**src/rtl/cache_pkg.sv**
```systemverilog
package cache_pkg;

    // cache geometry
    localparam int WORD_W      = 32;
    localparam int BLOCK_WORDS = 2;
    localparam int ASSOC       = 2;
    localparam int CACHE_BYTES = 1024;

    localparam int N_SETS    = CACHE_BYTES / (ASSOC * BLOCK_WORDS * (WORD_W / 8));
    localparam int SET_W     = $clog2(N_SETS);
    localparam int BLK_W     = $clog2(BLOCK_WORDS);
    localparam int TAG_W     = WORD_W - SET_W - BLK_W - 2;
    localparam int WAY_IDX_W = $clog2(ASSOC);

    // everything from here up bypasses the cache
    localparam logic [WORD_W-1:0] NONCACHE_START = 32'h8000_0000;

    // layout of one way, msb first: valid, dirty, tag, block data
    localparam int DATA_W    = BLOCK_WORDS * WORD_W;
    localparam int TAG_LSB   = DATA_W;
    localparam int DIRTY_BIT = TAG_LSB + TAG_W;
    localparam int VALID_BIT = DIRTY_BIT + 1;
    localparam int WAY_W     = VALID_BIT + 1;
    localparam int ROW_W     = ASSOC * WAY_W;    // one full set, way 0 in the low bits

    // address seen as a plain word or split into cache fields
    typedef union packed {
        logic [WORD_W-1:0] word;
        struct packed {
            logic [TAG_W-1:0] tag;
            logic [SET_W-1:0] idx;
            logic [BLK_W-1:0] blk;
            logic [1:0]       byte_off;
        } f;
    } cache_addr_u;

    typedef enum logic [2:0] {
        CLEAR,
        READY,
        FETCH,
        WRITEBACK,
        FLUSH
    } cache_state_e;

endpackage

```
**src/rtl/way_select.sv**
```systemverilog
`timescale 1ns/1ps

module way_select import cache_pkg::*; (
    input  logic                 CLK,
    input  logic                 nRST,
    input  cache_addr_u          req_addr,
    input  logic [ROW_W-1:0]     set_rd,
    input  logic                 touch,
    input  logic [WAY_IDX_W-1:0] touch_way,
    output logic                 hit,
    output logic [WAY_IDX_W-1:0] hit_way,
    output logic [WAY_IDX_W-1:0] victim_way
);

    logic [N_SETS-1:0]    last_used;  // way used most recently, one bit per set
    logic [ASSOC-1:0]     way_valid;
    logic [ASSOC-1:0]     way_match;
    logic                 have_free;
    logic [WAY_IDX_W-1:0] free_way;

    // per-way valid and tag compare
    always_comb begin
        for (int i = 0; i < ASSOC; i++) begin
            way_valid[i] = set_rd[i*WAY_W + VALID_BIT];
            way_match[i] = way_valid[i] &&
                           (set_rd[i*WAY_W + TAG_LSB +: TAG_W] == req_addr.f.tag);
        end
    end

    always_comb begin
        hit     = 1'b0;
        hit_way = '0;
        for (int i = 0; i < ASSOC; i++) begin
            if (way_match[i]) begin
                hit     = 1'b1;
                hit_way = WAY_IDX_W'(i);
            end
        end
    end

    // an empty way gets filled before anything is evicted
    always_comb begin
        have_free = 1'b0;
        free_way  = '0;
        for (int i = ASSOC - 1; i >= 0; i--) begin
            if (!way_valid[i]) begin
                have_free = 1'b1;
                free_way  = WAY_IDX_W'(i);   // lowest empty way wins
            end
        end
    end

    // otherwise evict the way not used last
    assign victim_way = have_free ? free_way : ~last_used[req_addr.f.idx];

    always_ff @(posedge CLK, negedge nRST) begin
        if (!nRST) begin
            last_used <= '0;
        end else if (touch) begin
            last_used[req_addr.f.idx] <= touch_way;
        end
    end

endmodule

```
**config.mk**
```make
export PLATFORM = sky130hd
export DESIGN_NAME = way_select
export DESIGN_NICKNAME = d
export VERILOG_FILES = /design/src/rtl/cache_pkg.sv /design/src/rtl/way_select.sv
export SDC_FILE = /design/constraint.sdc
export NUM_CORES = 1
export LEC_CHECK = 0
export BUFFER_PORTS_ARGS = -buffer_cell sky130_fd_sc_hd__buf_2
export CAP_MARGIN = 20
export CORE_MARGIN = 2
export CORE_UTILIZATION = 45
export DETAILED_ROUTE_END_ITERATION = 10
export PLACE_DENSITY = 0.81
export SYNTH_ARGS = -nofsm -noshare
export SYNTH_HDL_FRONTEND = slang
export SYNTH_SLANG_ARGS = --single-unit
```
**constraint.sdc**
```tcl
create_clock -name CLK -period 1.75 [get_ports CLK]
set_clock_uncertainty 0.05 [all_clocks]
set_input_delay 0.175 -clock CLK [delete_from_list [all_inputs] [get_ports CLK]]
set_output_delay 0.175 -clock CLK [all_outputs]
set_load 0.1 [all_outputs]
```
==> summary.md, run 1 <==
| Metric | Value |
|---|---|
| Most flops, register | last_used |
| Die X | 97.3 um |
| Post-synthesis cell type count | 46 |
| Clk root buf | clkbuf_8 |
| Layout area overhead | 28.9% |
| # IOs | 217 |
| Gpl congestion | 0.990 |
| Max-cap viol count | 0 |
| Post-Syn Nets | 571 |
| Min-Delay Path Class | in2async |
| Remaining DRCs | 0 |
| Synth Instances | 357 |
| Critical Path End Type | primary output |
| Floorplan core area | 0.00859 mm2 |
| Seq pwr share | 0.478 |
| Die area | 0.00946 mm2 |
| Max reg flops | 64 |
| Tcrit/Tclk final | 1.35 |
| Mapped Area | 0.00391 mm2 |
| # fillers | 719 |
| Final Cell Area | 0.00504 mm2 |
| Vias in the first global route | 3332 |
| Switching power | 1.04 mW |
| Antenna diode count | 0 |
| Clk buf depth | 2 |
| Pin count of the biggest net entering global routing | 65 |
| Crit path cell chain | mux4_2 > mux2_2 > o22ai_4 > a221oi_4 > a31oi_4 > buf_12 |
| TritonCTS clock tree | built |
| Post-route insts no fill | 581 |
| Leak Pwr | 2.31 nW |
| Post-CTS Setup Bufs | 0 |
| Peak VDD IR | 543 uV |
| Arrival @ worst endpoint | 2.15 ns |
| Most frequent cells in the layout | 77 x buf_2, 64 x dfrtp_1, 62 x mux2_2, 38 x nand2_1, 35 x nor2_1 |
| Iteration-0 DRC Markers | 161 |
| Clk sink count | 64 |
| PnR worst setup slack | -0.621 ns |
| Pwr dens | 740 mW/mm2 |
| HPWL Detailed | 7770 um |
| Initial Util | 0.455 |
| Tmin final | 2.37 ns |
| Gr usage total | 0.226 |
| Slew HR | 0.430 |
| Placed cell area | 0.00478 mm2 |
| Via count | 3209 |
| Post-route ant nets | 0 |
| Sw frac | 0.280 |
| Worst-path maximum fanout | 2 |
| Placed cell count | 564 |
| Clock-pin transition on the worst setup and hold timing paths | 0.06 ns |
| Port buffer count | 83 |
| Logic pwr share | 0.229 |
| Most common cell after layout, fill and taps aside | buf_2 |
| RSZ-0062 raised after global routing | true |
| Total Neg Setup Slack | -0.621 ns |
| H-tree level count | 3 |
| Congestion Overflow GR | 0 |
| Hold Vio Cnt, Final | 0 |
| WS Path Type | reg2out |
| Run status | complete, but fails checks |
| Peak Freq | 422 MHz |
| Clock power frac | 0.294 |
| WP data required | 1.52 ns |
| Via/cell ratio | 5.52 |
| Worst Setup SP | last_used[59] |
| Family with the most delay on the worst path | multiplexers |
| Final setup viols | 1 |
| Die H | 97.3 um |
| Worst path slowest cell | mux4_2 |
| TritonCTS buffer count | 9 |
| Pre-Repair DR Iteration Count | 4 |
| Final #Nets | 682 |
| Async set-reset flop share out of synthesis | 1.00 |
| First-pass GRT wire length | 16500 um |
| Max incr delay on CP | 0.48 ns |
| CP bufs+invs | 1 |
| Antenna violations before repair | 0 |
| Ys flop type | dfrtp_1 |
| Failing checks | setup timing |
| Post-synth EDFFs | 0 |
| Worst R2R Start | last_used[25] |
| Final WL | 10400 um |
| Clock network latency to the later pin of the worst-skew pair | 0.34 ns |
| Worst Setup Start Kind | register |
| Rows | 34 |
| Measured slew at the worst slew-check pin | 0.850 ns |
| Synth Area per Inst | 11.0 um2 |
| Number of max-slew violations in the final report | 0 |
| Drt wl/cell | 17.8 um |
| Seq/Total Area, Yosys | 0.409 |
| Largest registers | last_used (64) |
| Share of cells above drive strength 1 | 0.465 |
| Internal power | 2.69 mW |
| FF+latch count, synth | 64 |
| YS warnings | 0 |
## cells by family (layout without fill, tap and decap cells)
| family | Yosys count | count (layout) | share of synthesized area |
|---|---|---|---|
| compound gates | 21 | 21 | 0.0352 |
| xor+xnor | 46 | 46 | 0.103 |
| flops | 64 | 64 | 0.409 |
| simple gates | 118 | 118 | 0.150 |
| mux | 84 | 84 | 0.275 |
| buf+inv | 24 | 140 | 0.0275 |
## what timing repair did
action / CTS / global route
endpoints found under the setup margin: 3 / 3
pin swaps: 4 / 3
hold buffers: 1 / 0
endpoints found under the hold margin: 64 / 0
gates resized for setup: 6 / 11
## power groups by stage
stage | Clock [mW] | Combinational, mW | Sequential [mW]
after global placement | 0 | 0.792 | 1.79
after detailed placement | 0 | 0.820 | 1.81
after CTS | 1.13 | 0.845 | 1.78
after global routing | 1.20 | 0.928 | 1.80
final | 1.10 | 0.853 | 1.78
after floorplan | 0 | 0.517 | 1.76
## worst paths after layout
kind	to	cells past startpoint	slack, ns
hold reg to reg	last_used[48]	1	0.44
hold / removal	last_used[24]	3	0.31
setup / recovery	victim_way	6	-0.62
max in group asynchronous	last_used[63]	3	1.04
min in group CLK	last_used[48]	5	0.32
setup reg to reg	last_used[25]	1	0.91
## final cells by class
type,count,area [um2],area share
well taps,108,135,0.0268
inverters,4,15.0,0.00298
repair buffers,120,813,0.161
flip-flops and latches,64,1600,0.318
multi-input cells,269,2310,0.458
clock buffers,13,149,0.0295
clock inverters,3,17.5,0.00347
## through the flow
stage	hold slack [ns]	total power [mW]	worst slack (ns)	utilization
floorplan	-0.171	2.28	-0.456	-
global placement	0.158	2.58	-0.414	0.556
detailed placement	0.163	2.63	-0.434	0.556
CTS	0.299	3.76	-0.646	0.580
global route	0.343	3.92	-0.708	0.587
finish	0.311	3.73	-0.621	0.587
## tightest hold or removal path, delay by kind of cell
| family | cells | cell delay (ns) |
|---|---|---|
| buffers and inverters | 3 | 0.93 |
## per-layer routing
layer	track usage	wire [um]	vias up	part of all wire
met3	0.0482	716	32	0.069
met1	0.255	3910	1547	0.38
li1	-	-	1493	-
met4	0.118	464	0	0.045
met2	0.401	5280	137	0.51
met5	0	0	-	0
## synth_stat cells, types with 2 or more instances
| cell type | number | area, um2 |
|---|---|---|
| nor3b_1 | 5 | 37.5 |
| nand3b_1 | 2 | 15.0 |
| buf_2 | 8 | 40.0 |
| nor2_1 | 35 | 131 |
| or3b_2 | 2 | 17.5 |
| nand3_1 | 3 | 15.0 |
| mux2_1 | 2 | 22.5 |
| mux4_1 | 8 | 210 |
| inv_1 | 3 | 11.3 |
| xnor2_1 | 22 | 193 |
| o21ai_0 | 2 | 10.0 |
| and3_1 | 2 | 12.5 |
| dfrtp_1 | 64 | 1600 |
| nor4_1 | 7 | 43.8 |
| o22ai_1 | 2 | 12.5 |
| nor3_2 | 2 | 20.0 |
| clkbuf_1 | 10 | 37.5 |
| and3b_1 | 2 | 17.5 |
| a21oi_1 | 4 | 20.0 |
| mux2_2 | 63 | 709 |
| nand2_1 | 38 | 143 |
| a31oi_1 | 4 | 25.0 |
| nor3_1 | 4 | 20.0 |
| mux4_2 | 2 | 45.0 |
| mux2i_1 | 9 | 90.1 |
| nand4_1 | 9 | 56.3 |
| xor2_1 | 24 | 210 |
Note: power is estimated with default switching activity, not from simulation.
==> run 2, diff against run 1 <==
--- a/config.mk
+++ b/config.mk
@@ -11,6 +11,7 @@
 export CORE_UTILIZATION = 45
 export DETAILED_ROUTE_END_ITERATION = 10
 export PLACE_DENSITY = 0.81
+export SKIP_CTS_REPAIR_TIMING = 1
 export SYNTH_ARGS = -nofsm -noshare
 export SYNTH_HDL_FRONTEND = slang
 export SYNTH_SLANG_ARGS = --single-unit
==> summary.md, run 2 (synthesis gave the netlist of run 1 again) <==
| Metric | Value |
|---|---|
| PnR worst setup slack | -0.643 ns (was -0.621 ns) |
| Reg2Reg Depth | 1 (unchanged) |
| Reg-to-Reg End | last_used[25] (unchanged) |
| TritonCTS buffer count | 9 (unchanged) |
| Congestion Overflow GR | 0 (unchanged) |
| Worst R2R Start | last_used[25] (unchanged) |
| Seq pwr share | 0.477 (was 0.478) |
| RSZ-0062 raised after global routing | true (unchanged) |
| Pre-Repair DR Iteration Count | 4 (unchanged) |
| Worst Setup Start Kind | register (unchanged) |
| Largest registers | last_used (64) (unchanged) |
| Clk root buf | clkbuf_8 (unchanged) |
| Met1 Use GR | 0.248 (was 0.255) |
| Antenna diode count | 0 (unchanged) |
| Peak VDD IR | 541 uV (was 543 uV) |
| Max incr delay on CP | 0.52 ns (was 0.48 ns) |
| Hold WS | 0.318 ns (was 0.311 ns) |
| Worst reg2reg setup slack | 0.91 ns (about the same) |
| First-pass GRT wire length | 16300 um (was 16500 um) |
| Clock power frac | 0.293 (was 0.294) |
| Register area | 0.00160 mm2 (unchanged) |
| Most common cell after layout, fill and taps aside | buf_2 (unchanged) |
| Clk sink count | 64 (unchanged) |
| Min-Delay Path Class | in2async (unchanged) |
| Rows | 34 (unchanged) |
| Top Usage Layer GRT | met2 (unchanged) |
| Worst-path maximum fanout | 2 (unchanged) |
| WP data required | 1.52 ns (about the same) |
| Max-cap viol count | 0 (unchanged) |
| Max reg flops | 64 (unchanged) |
| Worst Setup SP | last_used[57] (was last_used[59]) |
| Leak Pwr | 2.32 nW (was 2.31 nW) |
| Final WL | 10400 um (about the same) |
| CP bufs+invs | 1 (unchanged) |
| Hold Vio Cnt, Final | 0 (unchanged) |
| Crit path cell chain | mux4_1 > mux2_2 > o22ai_4 > a221oi_4 > a31oi_4 > buf_12 (was mux4_2 > mux2_2 > o22ai_4 > a221oi_4 > a31oi_4 > buf_12) |
| Die area | 0.00946 mm2 (unchanged) |
| Sw frac | 0.279 (was 0.280) |
| Switching power | 1.04 mW (about the same) |
| # fillers | 717 (was 719) |
| Peak Freq | 418 MHz (was 422 MHz) |
| Post-route ant nets | 0 (unchanged) |
| Run status | complete, but fails checks (unchanged) |
| GRT met3 Usage | 0.0482 (unchanged) |
| Floorplan core area | 0.00859 mm2 (unchanged) |
| Clock-pin transition on the worst setup and hold timing paths | 0.07 ns (was 0.06 ns) |
| Via count | 3199 (was 3209) |
| Antenna violations before repair | 0 (unchanged) |
| Share of cells above drive strength 1 | 0.465 (unchanged) |
| Slew HR | 0.445 (was 0.430) |
| Gpl congestion | 0.990 (unchanged) |
| Port buffer count | 83 (unchanged) |
| Vias in the first global route | 3323 (was 3332) |
| Layout area overhead | 29.3% (was 28.9%) |
| Initial Util | 0.455 (unchanged) |
| # IOs | 217 (unchanged) |
| Via/cell ratio | 5.51 (was 5.52) |
| HPWL Detailed | 7770 um (unchanged) |
| Worst Setup EP | victim_way (unchanged) |
| Pin count of the biggest net entering global routing | 65 (unchanged) |
| Number of max-slew violations in the final report | 0 (unchanged) |
| Critical path depth | 6 (unchanged) |
| Measured slew at the worst slew-check pin | 0.829 ns (was 0.850 ns) |
| Critical Path End Type | primary output (unchanged) |
| Failing checks | setup timing (unchanged) |
| Clock network latency to the later pin of the worst-skew pair | 0.34 ns (about the same) |
| Footprint of the multi-input gates | 0.00233 mm2 (was 0.00231 mm2) |
| Clk buf depth | 2 (unchanged) |
| Final setup viols | 1 (unchanged) |
| Tcrit/Tclk final | 1.37 (was 1.35) |
| Tmin final | 2.39 ns (was 2.37 ns) |
| Remaining DRCs | 0 (unchanged) |
| H-tree level count | 3 (unchanged) |
| Most frequent cells in the layout | 75 x buf_2, 64 x dfrtp_1, 62 x mux2_2, 38 x nand2_1, 35 x nor2_1 (was 77 x buf_2, 64 x dfrtp_1, 62 x mux2_2, 38 x nand2_1, 35 x nor2_1) |
| Iteration-0 DRC Markers | 160 (was 161) |
| Arrival @ worst endpoint | 2.17 ns (was 2.15 ns) |
| Met2 GRT Util | 0.399 (was 0.401) |
| Die X | 97.3 um (unchanged) |
| Die H | 97.3 um (unchanged) |
| TritonCTS clock tree | built (unchanged) |
| Family with the most delay on the worst path | multiplexers (unchanged) |
| Worst path slowest cell | mux4_1 (was mux4_2) |
| Internal power | 2.69 mW (about the same) |
| Gr usage total | 0.223 (was 0.226) |
| Drt wl/cell | 17.9 um (was 17.8 um) |
| Total Neg Setup Slack | -0.643 ns (was -0.621 ns) |
| Pwr dens | 738 mW/mm2 (was 740 mW/mm2) |
| WS Path Type | reg2out (unchanged) |
| Most flops, register | last_used (unchanged) |
| Final #Nets | 682 (unchanged) |
| Logic pwr share | 0.229 (about the same) |
run 2: area by class of cell:
cell class | instances | share of cell area
multi-input combinational | 269 | 0.460
timing repair buffer | 120 | 0.161
clock inverter | 3 | 0.00346
inverter | 4 | 0.00297
tap | 108 | 0.0267
sequential | 64 | 0.317
clock buffer | 13 | 0.0294
run 2: how the worst min path moves through the flow:
stage	start	end
2_1_floorplan	nRST	last_used[0]
3_3_place_gp	nRST	last_used[26]
3_5_place_dp	nRST	last_used[24]
4_1_cts	nRST	last_used[26]
5_1_grt	nRST	last_used[25]
6_report	nRST	last_used[24]
run 2: routing by layer:
layer  part of all wire  routed length [um]
met1               0.38                3980
met2               0.52                5410
met3              0.062                 644
met4              0.037                 383
met5                  0                   0
run 2: power by group through the flow:
stage	logic, mW	clock network, mW	registers [mW]
6_report	0.855	1.09	1.78
5_1_grt	0.929	1.20	1.80
4_1_cts	0.824	1.13	1.78
3_5_place_dp	0.820	0	1.81
3_3_place_gp	0.792	0	1.79
2_1_floorplan	0.517	0	1.76
run 2: through the flow:
step / instances / util / instance area [um2] / setup slack [ns] / total power [mW]
2_1_floorplan: 357 / - / 3960 / -0.456 / 2.28
6_report: 581 / 0.589 / 5060 / -0.643 / 3.73
3_3_place_gp: 564 / 0.556 / 4780 / -0.414 / 2.58
5_1_grt: 581 / 0.589 / 5060 / -0.708 / 3.92
3_5_place_dp: 564 / 0.556 / 4780 / -0.434 / 2.63
4_1_cts: 580 / 0.576 / 4950 / -0.684 / 3.74
