$ cat src/rtl/cache_pkg.sv
package cache_pkg;

    // cache geometry
    localparam int WORD_W      = 32;
    localparam int BLOCK_WORDS = 2;
    localparam int ASSOC       = 2;
    localparam int CACHE_BYTES = 1024;

    localparam int N_SETS    = CACHE_BYTES / (ASSOC * BLOCK_WORDS * (WORD_W / 8));
    localparam int SET_W     = $clog2(N_SETS);
    localparam int BLK_W     = $clog2(BLOCK_WORDS);
    localparam int TAG_W     = WORD_W - SET_W - BLK_W - 2;
    localparam int WAY_IDX_W = $clog2(ASSOC);

    // everything from here up bypasses the cache
    localparam logic [WORD_W-1:0] NONCACHE_START = 32'h8000_0000;

    // layout of one way, msb first: valid, dirty, tag, block data
    localparam int DATA_W    = BLOCK_WORDS * WORD_W;
    localparam int TAG_LSB   = DATA_W;
    localparam int DIRTY_BIT = TAG_LSB + TAG_W;
    localparam int VALID_BIT = DIRTY_BIT + 1;
    localparam int WAY_W     = VALID_BIT + 1;
    localparam int ROW_W     = ASSOC * WAY_W;    // one full set, way 0 in the low bits

    // address seen as a plain word or split into cache fields
    typedef union packed {
        logic [WORD_W-1:0] word;
        struct packed {
            logic [TAG_W-1:0] tag;
            logic [SET_W-1:0] idx;
            logic [BLK_W-1:0] blk;
            logic [1:0]       byte_off;
        } f;
    } cache_addr_u;

    typedef enum logic [2:0] {
        CLEAR,
        READY,
        FETCH,
        WRITEBACK,
        FLUSH
    } cache_state_e;

endpackage

$ cat src/rtl/cache_ctrl.sv
`timescale 1ns/1ps

module cache_ctrl import cache_pkg::*; (
    input  logic                 CLK,
    input  logic                 nRST,
    // processor side
    input  cache_addr_u          addr,
    input  logic                 ren,
    input  logic                 wen,
    input  logic [WORD_W-1:0]    wdata,
    input  logic [3:0]           byte_en,
    input  logic                 flush,
    output logic [WORD_W-1:0]    rdata,
    output logic                 busy,
    output logic                 cache_hit,
    output logic                 cache_miss,
    output logic                 flush_done,
    // array and way selection
    output logic [SET_W-1:0]     set_sel,
    output logic                 wr_en,
    output logic [ROW_W-1:0]     wr_val,
    output logic [ROW_W-1:0]     wr_mask,
    input  logic [ROW_W-1:0]     set_rd,
    input  logic                 hit,
    input  logic [WAY_IDX_W-1:0] hit_way,
    input  logic [WAY_IDX_W-1:0] victim_way,
    output logic                 touch,
    output logic [WAY_IDX_W-1:0] touch_way,
    // memory side
    output logic [WORD_W-1:0]    mem_addr,
    output logic                 mem_ren,
    output logic                 mem_wen,
    output logic [DATA_W-1:0]    mem_wdata,
    output logic [3:0]           mem_byte_en,
    input  logic [DATA_W-1:0]    mem_rdata,
    input  logic                 mem_wait
);

    cache_state_e state, next_state;

    // walk counter, set number in the upper bits and way in the lower ones
    logic [SET_W+WAY_IDX_W-1:0] cnt;
    logic [SET_W+WAY_IDX_W-1:0] cnt_inc;
    logic                       cnt_step;
    logic [SET_W-1:0]           walk_set;
    logic [WAY_IDX_W-1:0]       walk_way;

    logic flush_req;      // flush seen, walk not finished yet
    logic pass_through;

    logic [WAY_W-1:0]  hit_line;
    logic [WAY_W-1:0]  vic_line;
    logic [WAY_W-1:0]  walk_line;
    logic [WORD_W-1:0] word_keep;  // bytes a write leaves alone

    cache_addr_u fetch_addr;
    cache_addr_u wb_addr;
    cache_addr_u walk_addr;

    assign walk_way = cnt[WAY_IDX_W-1:0];
    assign walk_set = cnt[SET_W+WAY_IDX_W-1:WAY_IDX_W];

    // clear wipes a whole set per cycle, flush one way
    assign cnt_inc = (state == CLEAR) ? (SET_W + WAY_IDX_W)'(ASSOC)
                                      : (SET_W + WAY_IDX_W)'(1);

    assign pass_through = addr.word >= NONCACHE_START;

    assign hit_line  = set_rd[hit_way*WAY_W +: WAY_W];
    assign vic_line  = set_rd[victim_way*WAY_W +: WAY_W];
    assign walk_line = set_rd[walk_way*WAY_W +: WAY_W];

    always_comb begin
        for (int b = 0; b < 4; b++) begin
            word_keep[8*b +: 8] = {8{~byte_en[b]}};
        end
    end

    // block-aligned addresses for the three kinds of block transfer
    always_comb begin
        fetch_addr            = addr;
        fetch_addr.f.blk      = '0;
        fetch_addr.f.byte_off = '0;

        wb_addr       = fetch_addr;
        wb_addr.f.tag = vic_line[TAG_LSB +: TAG_W];

        walk_addr.f.tag      = walk_line[TAG_LSB +: TAG_W];
        walk_addr.f.idx      = walk_set;
        walk_addr.f.blk      = '0;
        walk_addr.f.byte_off = '0;
    end

    always_comb begin
        next_state  = state;
        cnt_step    = 1'b0;
        busy        = 1'b1;
        rdata       = '0;
        cache_hit   = 1'b0;
        cache_miss  = 1'b0;
        flush_done  = 1'b0;
        set_sel     = addr.f.idx;
        wr_en       = 1'b0;
        wr_val      = '0;
        wr_mask     = '1;
        touch       = 1'b0;
        touch_way   = hit_way;
        mem_addr    = fetch_addr.word;
        mem_ren     = 1'b0;
        mem_wen     = 1'b0;
        mem_wdata   = '0;
        mem_byte_en = 4'hf;        // block transfers move every byte

        case (state)
            CLEAR: begin
                set_sel  = walk_set;
                wr_en    = 1'b1;
                wr_mask  = '0;
                cnt_step = 1'b1;
                if (walk_set == SET_W'(N_SETS - 1)) begin
                    next_state = READY;
                end
            end

            READY: begin
                if (flush || flush_req) begin
                    next_state = FLUSH;
                end else if (pass_through && (ren || wen)) begin
                    // straight to memory on lane 0
                    mem_addr    = addr.word;
                    mem_ren     = ren;
                    mem_wen     = wen;
                    mem_wdata   = {{(DATA_W - WORD_W){1'b0}}, wdata};
                    mem_byte_en = byte_en;
                    busy        = mem_wait;
                    rdata       = mem_rdata[WORD_W-1:0];
                end else if ((ren || wen) && hit) begin
                    busy      = 1'b0;
                    cache_hit = 1'b1;
                    touch     = 1'b1;
                    rdata     = hit_line[addr.f.blk*WORD_W +: WORD_W];
                    if (wen) begin
                        wr_en = 1'b1;
                        wr_val[hit_way*WAY_W + addr.f.blk*WORD_W +: WORD_W]  = wdata;
                        wr_mask[hit_way*WAY_W + addr.f.blk*WORD_W +: WORD_W] = word_keep;
                        wr_val[hit_way*WAY_W + DIRTY_BIT]  = 1'b1;
                        wr_mask[hit_way*WAY_W + DIRTY_BIT] = 1'b0;
                    end
                end else if (ren || wen) begin
                    // miss, dirty victim goes out first
                    if (vic_line[VALID_BIT] && vic_line[DIRTY_BIT]) begin
                        next_state = WRITEBACK;
                    end else begin
                        next_state = FETCH;
                    end
                end
            end

            WRITEBACK: begin
                mem_wen   = 1'b1;
                mem_addr  = wb_addr.word;
                mem_wdata = vic_line[DATA_W-1:0];
                if (!mem_wait) begin
                    // victim gone, drop valid and dirty
                    wr_en = 1'b1;
                    wr_mask[victim_way*WAY_W + DIRTY_BIT +: 2] = 2'b00;
                    next_state = FETCH;
                end
            end

            FETCH: begin
                mem_ren  = 1'b1;
                mem_addr = fetch_addr.word;
                if (!mem_wait) begin
                    cache_miss = 1'b1;
                    wr_en      = 1'b1;
                    wr_val[victim_way*WAY_W +: WAY_W]  = {1'b1, wen, addr.f.tag, mem_rdata};
                    wr_mask[victim_way*WAY_W +: WAY_W] = '0;
                    next_state = READY;   // request is then served as a hit
                end
            end

            FLUSH: begin
                set_sel = walk_set;
                if (walk_line[VALID_BIT] && walk_line[DIRTY_BIT]) begin
                    mem_wen   = 1'b1;
                    mem_addr  = walk_addr.word;
                    mem_wdata = walk_line[DATA_W-1:0];
                    cnt_step  = !mem_wait;
                end else begin
                    cnt_step = 1'b1;  // clean or empty way, one cycle
                end
                if (cnt_step) begin
                    wr_en = 1'b1;
                    wr_mask[walk_way*WAY_W +: WAY_W] = '0;
                    if (&cnt) begin
                        flush_done = 1'b1;
                        next_state = READY;
                    end
                end
            end

            default: begin
                next_state = CLEAR;
            end
        endcase
    end

    always_ff @(posedge CLK, negedge nRST) begin
        if (!nRST) begin
            state     <= CLEAR;
            cnt       <= '0;
            flush_req <= 1'b0;
        end else begin
            state <= next_state;
            if (cnt_step) begin
                cnt <= cnt + cnt_inc;   // wraps back to zero at the end of a walk
            end
            if (flush_done) begin
                flush_req <= 1'b0;
            end else if (flush) begin
                flush_req <= 1'b1;
            end
        end
    end

endmodule

$ cat config.mk
export PLATFORM = sky130hd
export DESIGN_NAME = cache_ctrl
export DESIGN_NICKNAME = d
export VERILOG_FILES = /design/src/rtl/cache_pkg.sv /design/src/rtl/cache_ctrl.sv
export SDC_FILE = /design/constraint.sdc
export NUM_CORES = 1
export LEC_CHECK = 0
export BUFFER_PORTS_ARGS = -buffer_cell sky130_fd_sc_hd__buf_2
export CORE_AREA = 2 2 318 320
export CTS_CLUSTER_SIZE = 25
export DETAILED_ROUTE_END_ITERATION = 10
export DIE_AREA = 0 0 320 322
export PLACE_DENSITY = 0.35
export SYNTH_ARGS = -nofsm -noshare
export SYNTH_HDL_FRONTEND = slang
export SYNTH_SLANG_ARGS = --single-unit
$ cat constraint.sdc
create_clock -name CLK -period 4.7 [get_ports CLK]
set_clock_uncertainty 0.15 [all_clocks]
set_input_delay 0.94 -clock CLK [delete_from_list [all_inputs] [get_ports CLK]]
set_output_delay 0.94 -clock CLK [all_outputs]
set_load 0.1 [all_outputs]
==> flow_summary.ini, run 1 <==
[placed_design]
dp_hpwl_um = 71800
gp_congestion = 0.835
port_buffers = 821
dp.cells = 3134

[sta]
worst_pin_slew_ns = 0.919
tns_ns = 0
min_period_ns = 4.57
maxSlewViolCount = 0
setup_viol = 0
fin_crit_sh = 0.973
final_hold_viol_count = 0
maxSlewHeadroom = 0.387
fmaxAchievable_mhz = 219
grt_setup_unrepaired = false

[critical_path]
cp-startpoint = addr[2]
worst_setup_path_start_kind = input port
cp.required_ns = 3.61
crit_path_end_kind = output port
path_class = input port to output port
r2r_cells = 6
rrSetupSlack_ns = 2.20
r2r_start = cnt[0]
setup.worst_path.end = wr_mask[86]
cp.arrival_ns = 3.48
r2r-end = cnt[2]
cp_max_fo = 13

[power]
power_mw = 13.8
power.density_nw_per_um2 = 670
power.leakage_nw = 8.71
ir_drop_mv = 0.737

[hold_path]
hp-class = register to register

[cells_and_area]
drive_gt1_frac = 0.637
finish.utilization = 0.207
fin_nets = 2169
area_growth_pct = 153
seq_area_um2 = 277
multi_input_area_um2 = 7550
fillCellCount = 11000
final-instance-count-excl-fill = 3140

[clocking]
path_clk_slew_ns = 0.04
hold_buffers = 0
clock_sinks = 11
h-tree-depth = 1
cts.path.max_buffers = 2
clk_latency_ns = 0.24
cts_buffers = 3
cts_tree = done
clockRootBuffer = clkbuf_16

[synthesis]
ys_warn_count = 0
synth_top_area_frac = 0.127
mappedNetlistArea_um2 = 8150
synth.area.top_cells = buf_4 (13%), mux2i_1 (9.1%), a22o_1 (9.0%), mux4_2 (8.8%), nand2_1 (8.8%)
synth_cell_types = 65
yosysMostFrequentCell = nand2_1
synthTopCellsByCount = nand2_1 (191), buf_4 (138), o21ai_0 (129)
ys_seq_area_frac = 0.0338
synth_fp_nets = 1500
synthCells = 1172
avgSynthCellArea_um2 = 6.96
async_flop_share = 1.00
synth-edff-count = 0
ys_ff_latch = 11
synth_largest_area_cell = buf_4
yosys_most_used_dff = dfrtp_1

[global_routing]
grt_pass1_vias = 12400
grt_pass1_wl_um = 112000
antenna_found_initial = 9
grt_overflow = 0
grt_max_degree = 90
grt.total_usage = 0.156

[route]
drt-pass1-iter-count = 8
first_iter_violations = 769
antenna_left = 0
routedWlPerCell_um = 27.1
drt-total-wl_um = 85100
drc = 0
viasPerCell = 3.90
vias = 12300

[floorplanning]
floorplan.rows = 116
io_pins = 822
die_area_um2 = 103000
core-area_um2 = 99600
die_h_um = 322
die_w_um = 320
start_util = 0.0819

[outcome]
status = finished, final reports clean

[flow_run]
drv_cap = 0
[sequential cells by signal, indices dropped and copies added, names as in the netlist]
register	count
flush_req	1
cnt	7
state	3
[worst min path at each step]
| stage | from | cells after the start | to | slack, ns |
|---|---|---|---|---|
| finish | cnt[4] | 1 | cnt[4] | 0.39 |
| global route | cnt[5] | 1 | cnt[5] | 0.43 |
| detailed placement | cnt[4] | 1 | cnt[4] | 0.37 |
| CTS | cnt[4] | 1 | cnt[4] | 0.38 |
| global placement | cnt[4] | 1 | cnt[4] | 0.37 |
| floorplan | cnt[4] | 1 | cnt[4] | 0.32 |
[routing by layer]
| metal | part of all wire | track usage | up-vias |
|---|---|---|---|
| met4 | 0.010 | 0.0150 | 8 |
| li1 | - | - | 5559 |
| met3 | 0.072 | 0.0390 | 33 |
| met2 | 0.48 | 0.264 | 577 |
| met5 | 0.00068 | 0 | - |
| met1 | 0.44 | 0.206 | 6080 |
[timing repair]
action,CTS,global route
setup buffers,0,0
gates resized for setup,1,0
setup endpoints to repair,3,0
[worst max-delay path, stage by stage]
cell	delay (ns)
buf_2	0.22
inv_1	0.17
ha_4	0.25
or3b_4	0.41
or4_4	0.49
o21ai_0	0.53
nand2_4	0.13
buf_2	0.32
[power by group]
part / internal (mW) / total, mW / leakage, nW / switching (mW)
combinational: 3.71 / 13.5 / 8.55 / 9.75
clock: 0.114 / 0.159 / 0.0382 / 0.0447
sequential: 0.136 / 0.201 / 0.129 / 0.0647
total: 3.96 / 13.8 / 8.71 / 9.86
[logic make-up after synthesis]
family,after synthesis,share of synthesized area
AO/OA/AOI/OAI,384,0.330
XOR/XNOR,7,0.00752
adder cells (fa/ha/maj),9,0.0147
buffers and inverters,287,0.209
flip-flops,11,0.0338
multiplexers,112,0.188
AND/OR/NAND/NOR,362,0.218
[cells in the final DEF (no fill, tap or decap), types with 6 or more instances in the layout]
master and n:
a21oi_1 25, a222oi_1 32, a22o_1 77, a22o_2 7
a22oi_1 12, and2_1 25, buf_12 413, buf_2 419
buf_4 76, dfrtp_1 10, inv_1 41, mux2_2 6
mux2i_1 59, mux2i_2 12, mux4_2 32, nand2_1 188
nand3_1 39, nor2_1 32, nor3_1 13, o21ai_0 24
o21ai_2 77, o21ai_4 80, o221ai_1 24
[layout make-up]
class	instances	area share
clock buffer	4	0.00382
multi-input combinational	874	0.366
sequential	11	0.0134
timing repair buffer	909	0.530
tap	1298	0.0787
antenna	2	0.000242
inverter	42	0.00782
[through the flow]
| step | area, µm² | setup WS (ns) | hold WS (ns) |
|---|---|---|---|
| after global routing | 20600 | 0.0306 | 0.434 |
| after floorplan | 9550 | -0.192 | 0.322 |
| after CTS | 20600 | 0.0964 | 0.380 |
| after global placement | 20600 | -0.00314 | 0.372 |
| after detailed placement | 20600 | -0.00481 | 0.372 |
| final | 20600 | 0.126 | 0.393 |
(Power assumes the default switching activity.)
==> inputs of run 2 (changes only) <==
--- a/config.mk
+++ b/config.mk
@@ -6,11 +6,12 @@
 export NUM_CORES = 1
 export LEC_CHECK = 0
 export BUFFER_PORTS_ARGS = -buffer_cell sky130_fd_sc_hd__buf_2
-export CORE_AREA = 2 2 318 320
+export CORE_AREA = 2 2 319 321
 export CTS_CLUSTER_SIZE = 25
 export DETAILED_ROUTE_END_ITERATION = 10
-export DIE_AREA = 0 0 320 322
+export DIE_AREA = 0 0 321 323
 export PLACE_DENSITY = 0.35
+export SKIP_LAST_GASP = 1
 export SYNTH_ARGS = -nofsm -noshare
 export SYNTH_HDL_FRONTEND = slang
 export SYNTH_SLANG_ARGS = --single-unit
==> run 2 against run 1 <==
Via count grew 0.76%. First-iteration DRC count down 15%. Register-to-register slack better by 0.02 ns. Utilization is 0.13 points lower. Highest routed layer unchanged. Critical path depth stayed put.
==> flow_summary.ini, run 2 (synthesis gave the netlist of run 1 again) <==
[outcome]
status = finished, final reports clean

[placed_design]
port_buffers = 821
gp_congestion = 0.847
dp_hpwl_um = 72200
dp_slack_ns = -0.0440

[route]
highest-signal-layer = met5
first_iter_violations = 651
drt-total-wl_um = 85000
antenna_left = 0
drt-pass1-iter-count = 6
wl_met2_um = 40000
wirelength_met1_um = 37500
viasPerCell = 3.92
wl_met3_um = 5800
routedWlPerCell_um = 27.0
vias = 12400
drc = 0

[critical_path]
cp.required_ns = 3.61
path_class = input port to output port
cp_max_fo = 10
crit_path_end_kind = output port
cp.arrival_ns = 3.39
worst_setup_path_start_kind = input port

[cells_and_area]
final_cell_mix = buf_12 (420), buf_2 (413), nand2_1 (188)
fin_nets = 2167
largest_register = cnt
layout_commonest_cell = buf_12
drive_gt1_frac = 0.637
largest_reg_flops = 7
area_growth_pct = 154
largestRegisters = cnt: 7 flops, state: 3 flops, flush_req: 1 flops

[power]
switching_share = 0.712
p_clk_frac = 0.011
power_frac_comb = 0.973
p_int_mw = 3.98
power_mw = 13.8
power.density_nw_per_um2 = 666
ir_drop_mv = 0.565
power_frac_seq = 0.016
power.leakage_nw = 8.73
p_sw_mw = 9.84

[floorplanning]
die_h_um = 323
die_area_um2 = 104000
io_pins = 822
start_util = 0.0810
core-area_um2 = 101000
die_w_um = 321
floorplan.rows = 117

[sta]
maxSlewViolCount = 0
setup_viol = 0
worst_pin_slew_ns = 0.808
min_period_ns = 4.48
fin_crit_sh = 0.953
finalWorstSetupSlack_ns = 0.223
maxSlewHeadroom = 0.450
fmaxAchievable_mhz = 223
final_hold_viol_count = 0
grt_setup_unrepaired = false

[global_routing]
grt_pass1_vias = 12300
grt_max_degree = 90
grt.total_usage = 0.154
grt_pass1_wl_um = 110000
grt_overflow = 0
antenna_found_initial = 7

[clocking]
clk_latency_ns = 0.24
cts_tree = done
cts_resized = 1
clock_sinks = 11
h-tree-depth = 1
hold_buffers = 0
cts.path.max_buffers = 2
cts_buffers = 3
clockRootBuffer = clkbuf_16
post_cts_buffers = 0
path_clk_slew_ns = 0.04

[flow_run]
drv_cap = 0

[hold_path]
hp-class = register to register
-- run 2: cell count changes in the layout (fill, tap and decap cells not counted), sizes merged --
cell  delta
buf      -2
-- run 2: through the flow --
step	cell area [µm²]	utilization	std cells	hold WS, ns	setup TNS, ns
3_5_place_dp	20700	0.205	3143	0.393	-0.0895
3_3_place_gp	20700	0.205	3143	0.388	-0.0532
6_report	20800	0.206	3149	0.408	0
5_1_grt	20700	0.206	3147	0.434	0
4_1_cts	20700	0.206	3147	0.401	0
2_1_floorplan	9550	-	1172	0.322	-11.08
-- run 2: layout make-up --
type,count,area [µm²]
Sequential cell,11,277
Fill cell,11100,80000
Timing Repair Buffer,907,11000
Tap cell,1309,1640
Multi-Input combinational cell,874,7560
Inverter,42,161
Antenna cell,2,5.00
Clock buffer,4,78.8
-- run 2: routing by layer --
| layer | track usage | up-vias |
|---|---|---|
| met4 | 0.0274 | 6 |
| li1 | - | 5556 |
| met1 | 0.203 | 6116 |
| met3 | 0.0336 | 72 |
| met5 | 0 | - |
| met2 | 0.259 | 600 |
-- run 2: worst max-delay path: stages --
cell	delay [ns]
buf_6	0.16
clkinvlp_4	0.26
ha_4	0.24
or3b_4	0.42
or4_4	0.49
or3_4	0.46
o21ai_4	0.21
buf_12	0.19
-- run 2: path summary, 6_finish.rpt --
check | slack [ns] | depth (start not counted) | start | end
hold / removal | 0.41 | 1 | cnt[4] | cnt[4]
max in group asynchronous | 3.72 | 1 | nRST | cnt[0]
setup / recovery | 0.22 | 8 | hit_way | wr_val[82]
setup reg to reg | 2.22 | 6 | cnt[0] | cnt[2]
min in group asynchronous | 0.43 | 1 | nRST | state[0]
hold reg to reg | 0.41 | 1 | cnt[4] | cnt[4]
-- run 2: power by group through the flow --
stage / Sequential, mW / Clock, mW / Combinational [mW]
6_report: 0.216 / 0.157 / 13.4
5_1_grt: 0.228 / 0.167 / 13.8
3_5_place_dp: 0.218 / 0 / 13.5
3_3_place_gp: 0.217 / 0 / 13.6
4_1_cts: 0.217 / 0.161 / 13.6
2_1_floorplan: 0.174 / 0 / 9.79
==> inputs of run 3 (changes only) <==
--- a/config.mk
+++ b/config.mk
@@ -11,6 +11,7 @@
 export DETAILED_ROUTE_END_ITERATION = 10
 export DIE_AREA = 0 0 321 323
 export PLACE_DENSITY = 0.35
+export REMOVE_ABC_BUFFERS = 1
 export SKIP_LAST_GASP = 1
 export SYNTH_ARGS = -nofsm -noshare
 export SYNTH_HDL_FRONTEND = slang
==> run 3 against run 2 <==
Worst setup slack worse by 0.039 ns. Clock power hardly changed. Fmax is 0.86% lower. Critical path type unchanged. Global-route usage is 0.95 points higher. Total power is 1.9% lower. First-iteration DRC count is 62% higher. Via count is 3.0% higher. Die area stayed put.
==> flow_summary.ini, run 3 (synthesis gave the netlist of run 1 again) <==
[sta]
fmaxAchievable_mhz = 221
setup_viol = 0
tns_ns = 0
grt_setup_unrepaired = false
maxSlewHeadroom = 0.215
fin_crit_sh = 0.961
final_hold_viol_count = 0
maxSlewViolCount = 0
worst_pin_slew_ns = 1.14
min_period_ns = 4.52

[floorplanning]
die_h_um = 323
core-area_um2 = 101000
start_util = 0.0810
floorplan.rows = 117
io_pins = 822
die_w_um = 321
die_area_um2 = 104000

[cells_and_area]
final_cell_mix = buf_2 (418), buf_12 (417), nand2_1 (190)
fin_nets = 2193
largestRegisters = cnt: 7 flops, state: 3 flops, flush_req: 1 flops
area_growth_pct = 141
largest_reg_flops = 7
fillCellCount = 11300
drive_gt1_frac = 0.554
largest_register = cnt
layout_commonest_cell = buf_2
fin_area_um2 = 19600

[route]
viasPerCell = 3.99
drt-pass1-iter-count = 7
routedWlPerCell_um = 28.5
antenna_left = 0
vias = 12700
drt-total-wl_um = 90700
first_iter_violations = 1053
drc = 0

[critical_path]
cpPeakStageDelay_ns = 0.46
cp_max_fo = 7
worst_setup_path_start_kind = input port
cp.arrival_ns = 3.43
path_common_cell = buf_4
path_class = input port to output port
crit_path_end_kind = output port
crit_path_cell_trace = buf_4 -> inv_1 -> ha_1 -> buf_4 -> or3b_2 -> o32ai_1 -> a21oi_1 -> o21ai_0 -> buf_4 -> buf_12
cpMaxStageDelayCell = or3b_2
cp.required_ns = 3.61

[outcome]
status = finished, final reports clean

[placed_design]
dpl_cell_area_um2 = 19500
dp_hpwl_um = 77200
gp_congestion = 0.787
port_buffers = 821

[flow_run]
drv_cap = 0

[global_routing]
grt.total_usage = 0.164
antenna_found_initial = 24
grt_max_degree = 73
grt_pass1_wl_um = 116000
grt_pass1_vias = 12100
grt_overflow = 0

[clocking]
h-tree-depth = 1
clockRootBuffer = clkbuf_16
cts_buffers = 3
clock_sinks = 11
cts.path.max_buffers = 2
cts_tree = done
path_clk_slew_ns = 0.04
clk_latency_ns = 0.24
post_cts_buffers = 0

[hold_path]
hp-class = register to register

[power]
power.density_nw_per_um2 = 691
ir_drop_mv = 1.01
power.leakage_nw = 8.52
[run 3: cell types whose count changed in the layout (fill, tap and decap cells not counted), moves of 7 or more]
cell	delta
o21ai_1	+32
diode_2	+10
a22o_1	+7
o21ai_2	-53
o21ai_0	+101
a22o_2	-7
mux2i_2	-8
o21ai_4	-80
mux2i_1	+12
buf_4	+24
[run 3: repair_timing]
action	in CTS	in global routing
gates cloned	0	0
hold buffers	0	0
endpoints found under the setup margin	8	8
resized for setup	2	3
[run 3: report_power, final]
group	total [mW]	leakage [nW]	switching, mW	internal (mW)
Combinational	13.2	8.36	9.62	3.57
Sequential	0.208	0.129	0.0725	0.136
Clock	0.157	0.0382	0.0426	0.114
[run 3: path summary, 6_finish.rpt]
| path | startpoint | endpoint | slack [ns] | depth (start not counted) |
|---|---|---|---|---|
| hold reg to reg | cnt[4] | cnt[4] | 0.40 | 1 |
| setup / recovery | addr[2] | wr_mask[94] | 0.18 | 10 |
| max in group asynchronous | nRST | cnt[0] | 3.74 | 1 |
| min in group asynchronous | nRST | cnt[6] | 0.42 | 1 |
| hold / removal | cnt[4] | cnt[4] | 0.40 | 1 |
| setup reg to reg | cnt[0] | cnt[2] | 2.20 | 6 |
[run 3: routing by layer]
| layer | track usage | wire, µm |
|---|---|---|
| met4 | 0.0264 | 1560 |
| met5 | 0 | 150 |
| met2 | 0.265 | 41800 |
| met1 | 0.219 | 39000 |
| met3 | 0.0453 | 8060 |
[run 3: through the flow]
stage          hold slack [ns]  std cells  total power [mW]   util  worst slack [ns]
2_1_floorplan            0.322        927              6.25      -            -13.33
3_3_place_gp             0.379       3169              13.5  0.194            -0.300
3_5_place_dp             0.381       3169              13.5  0.194            -0.258
4_1_cts                  0.388       3173              13.7  0.195            0.0108
5_1_grt                  0.434       3174              13.9  0.195            0.0638
6_report                 0.395       3185              13.6  0.195             0.184
[run 3: worst max-delay path: cells and delay by family]
kind / cells / cell delay (ns)
compound gates: 3 / 0.52
buf+inv: 5 / 1.05
fa+ha+maj: 1 / 0.42
simple gates: 1 / 0.46
[run 3: cell type report]
cell class | count | area (µm²) | share of cell area
Multi-Input combinational cell | 874 | 6270 | 0.319
Inverter | 42 | 158 | 0.00803
Timing Repair Buffer | 933 | 11200 | 0.570
Antenna cell | 12 | 30.0 | 0.00153
Tap cell | 1309 | 1640 | 0.0835
Clock buffer | 4 | 78.8 | 0.00402
Sequential cell | 11 | 277 | 0.0141
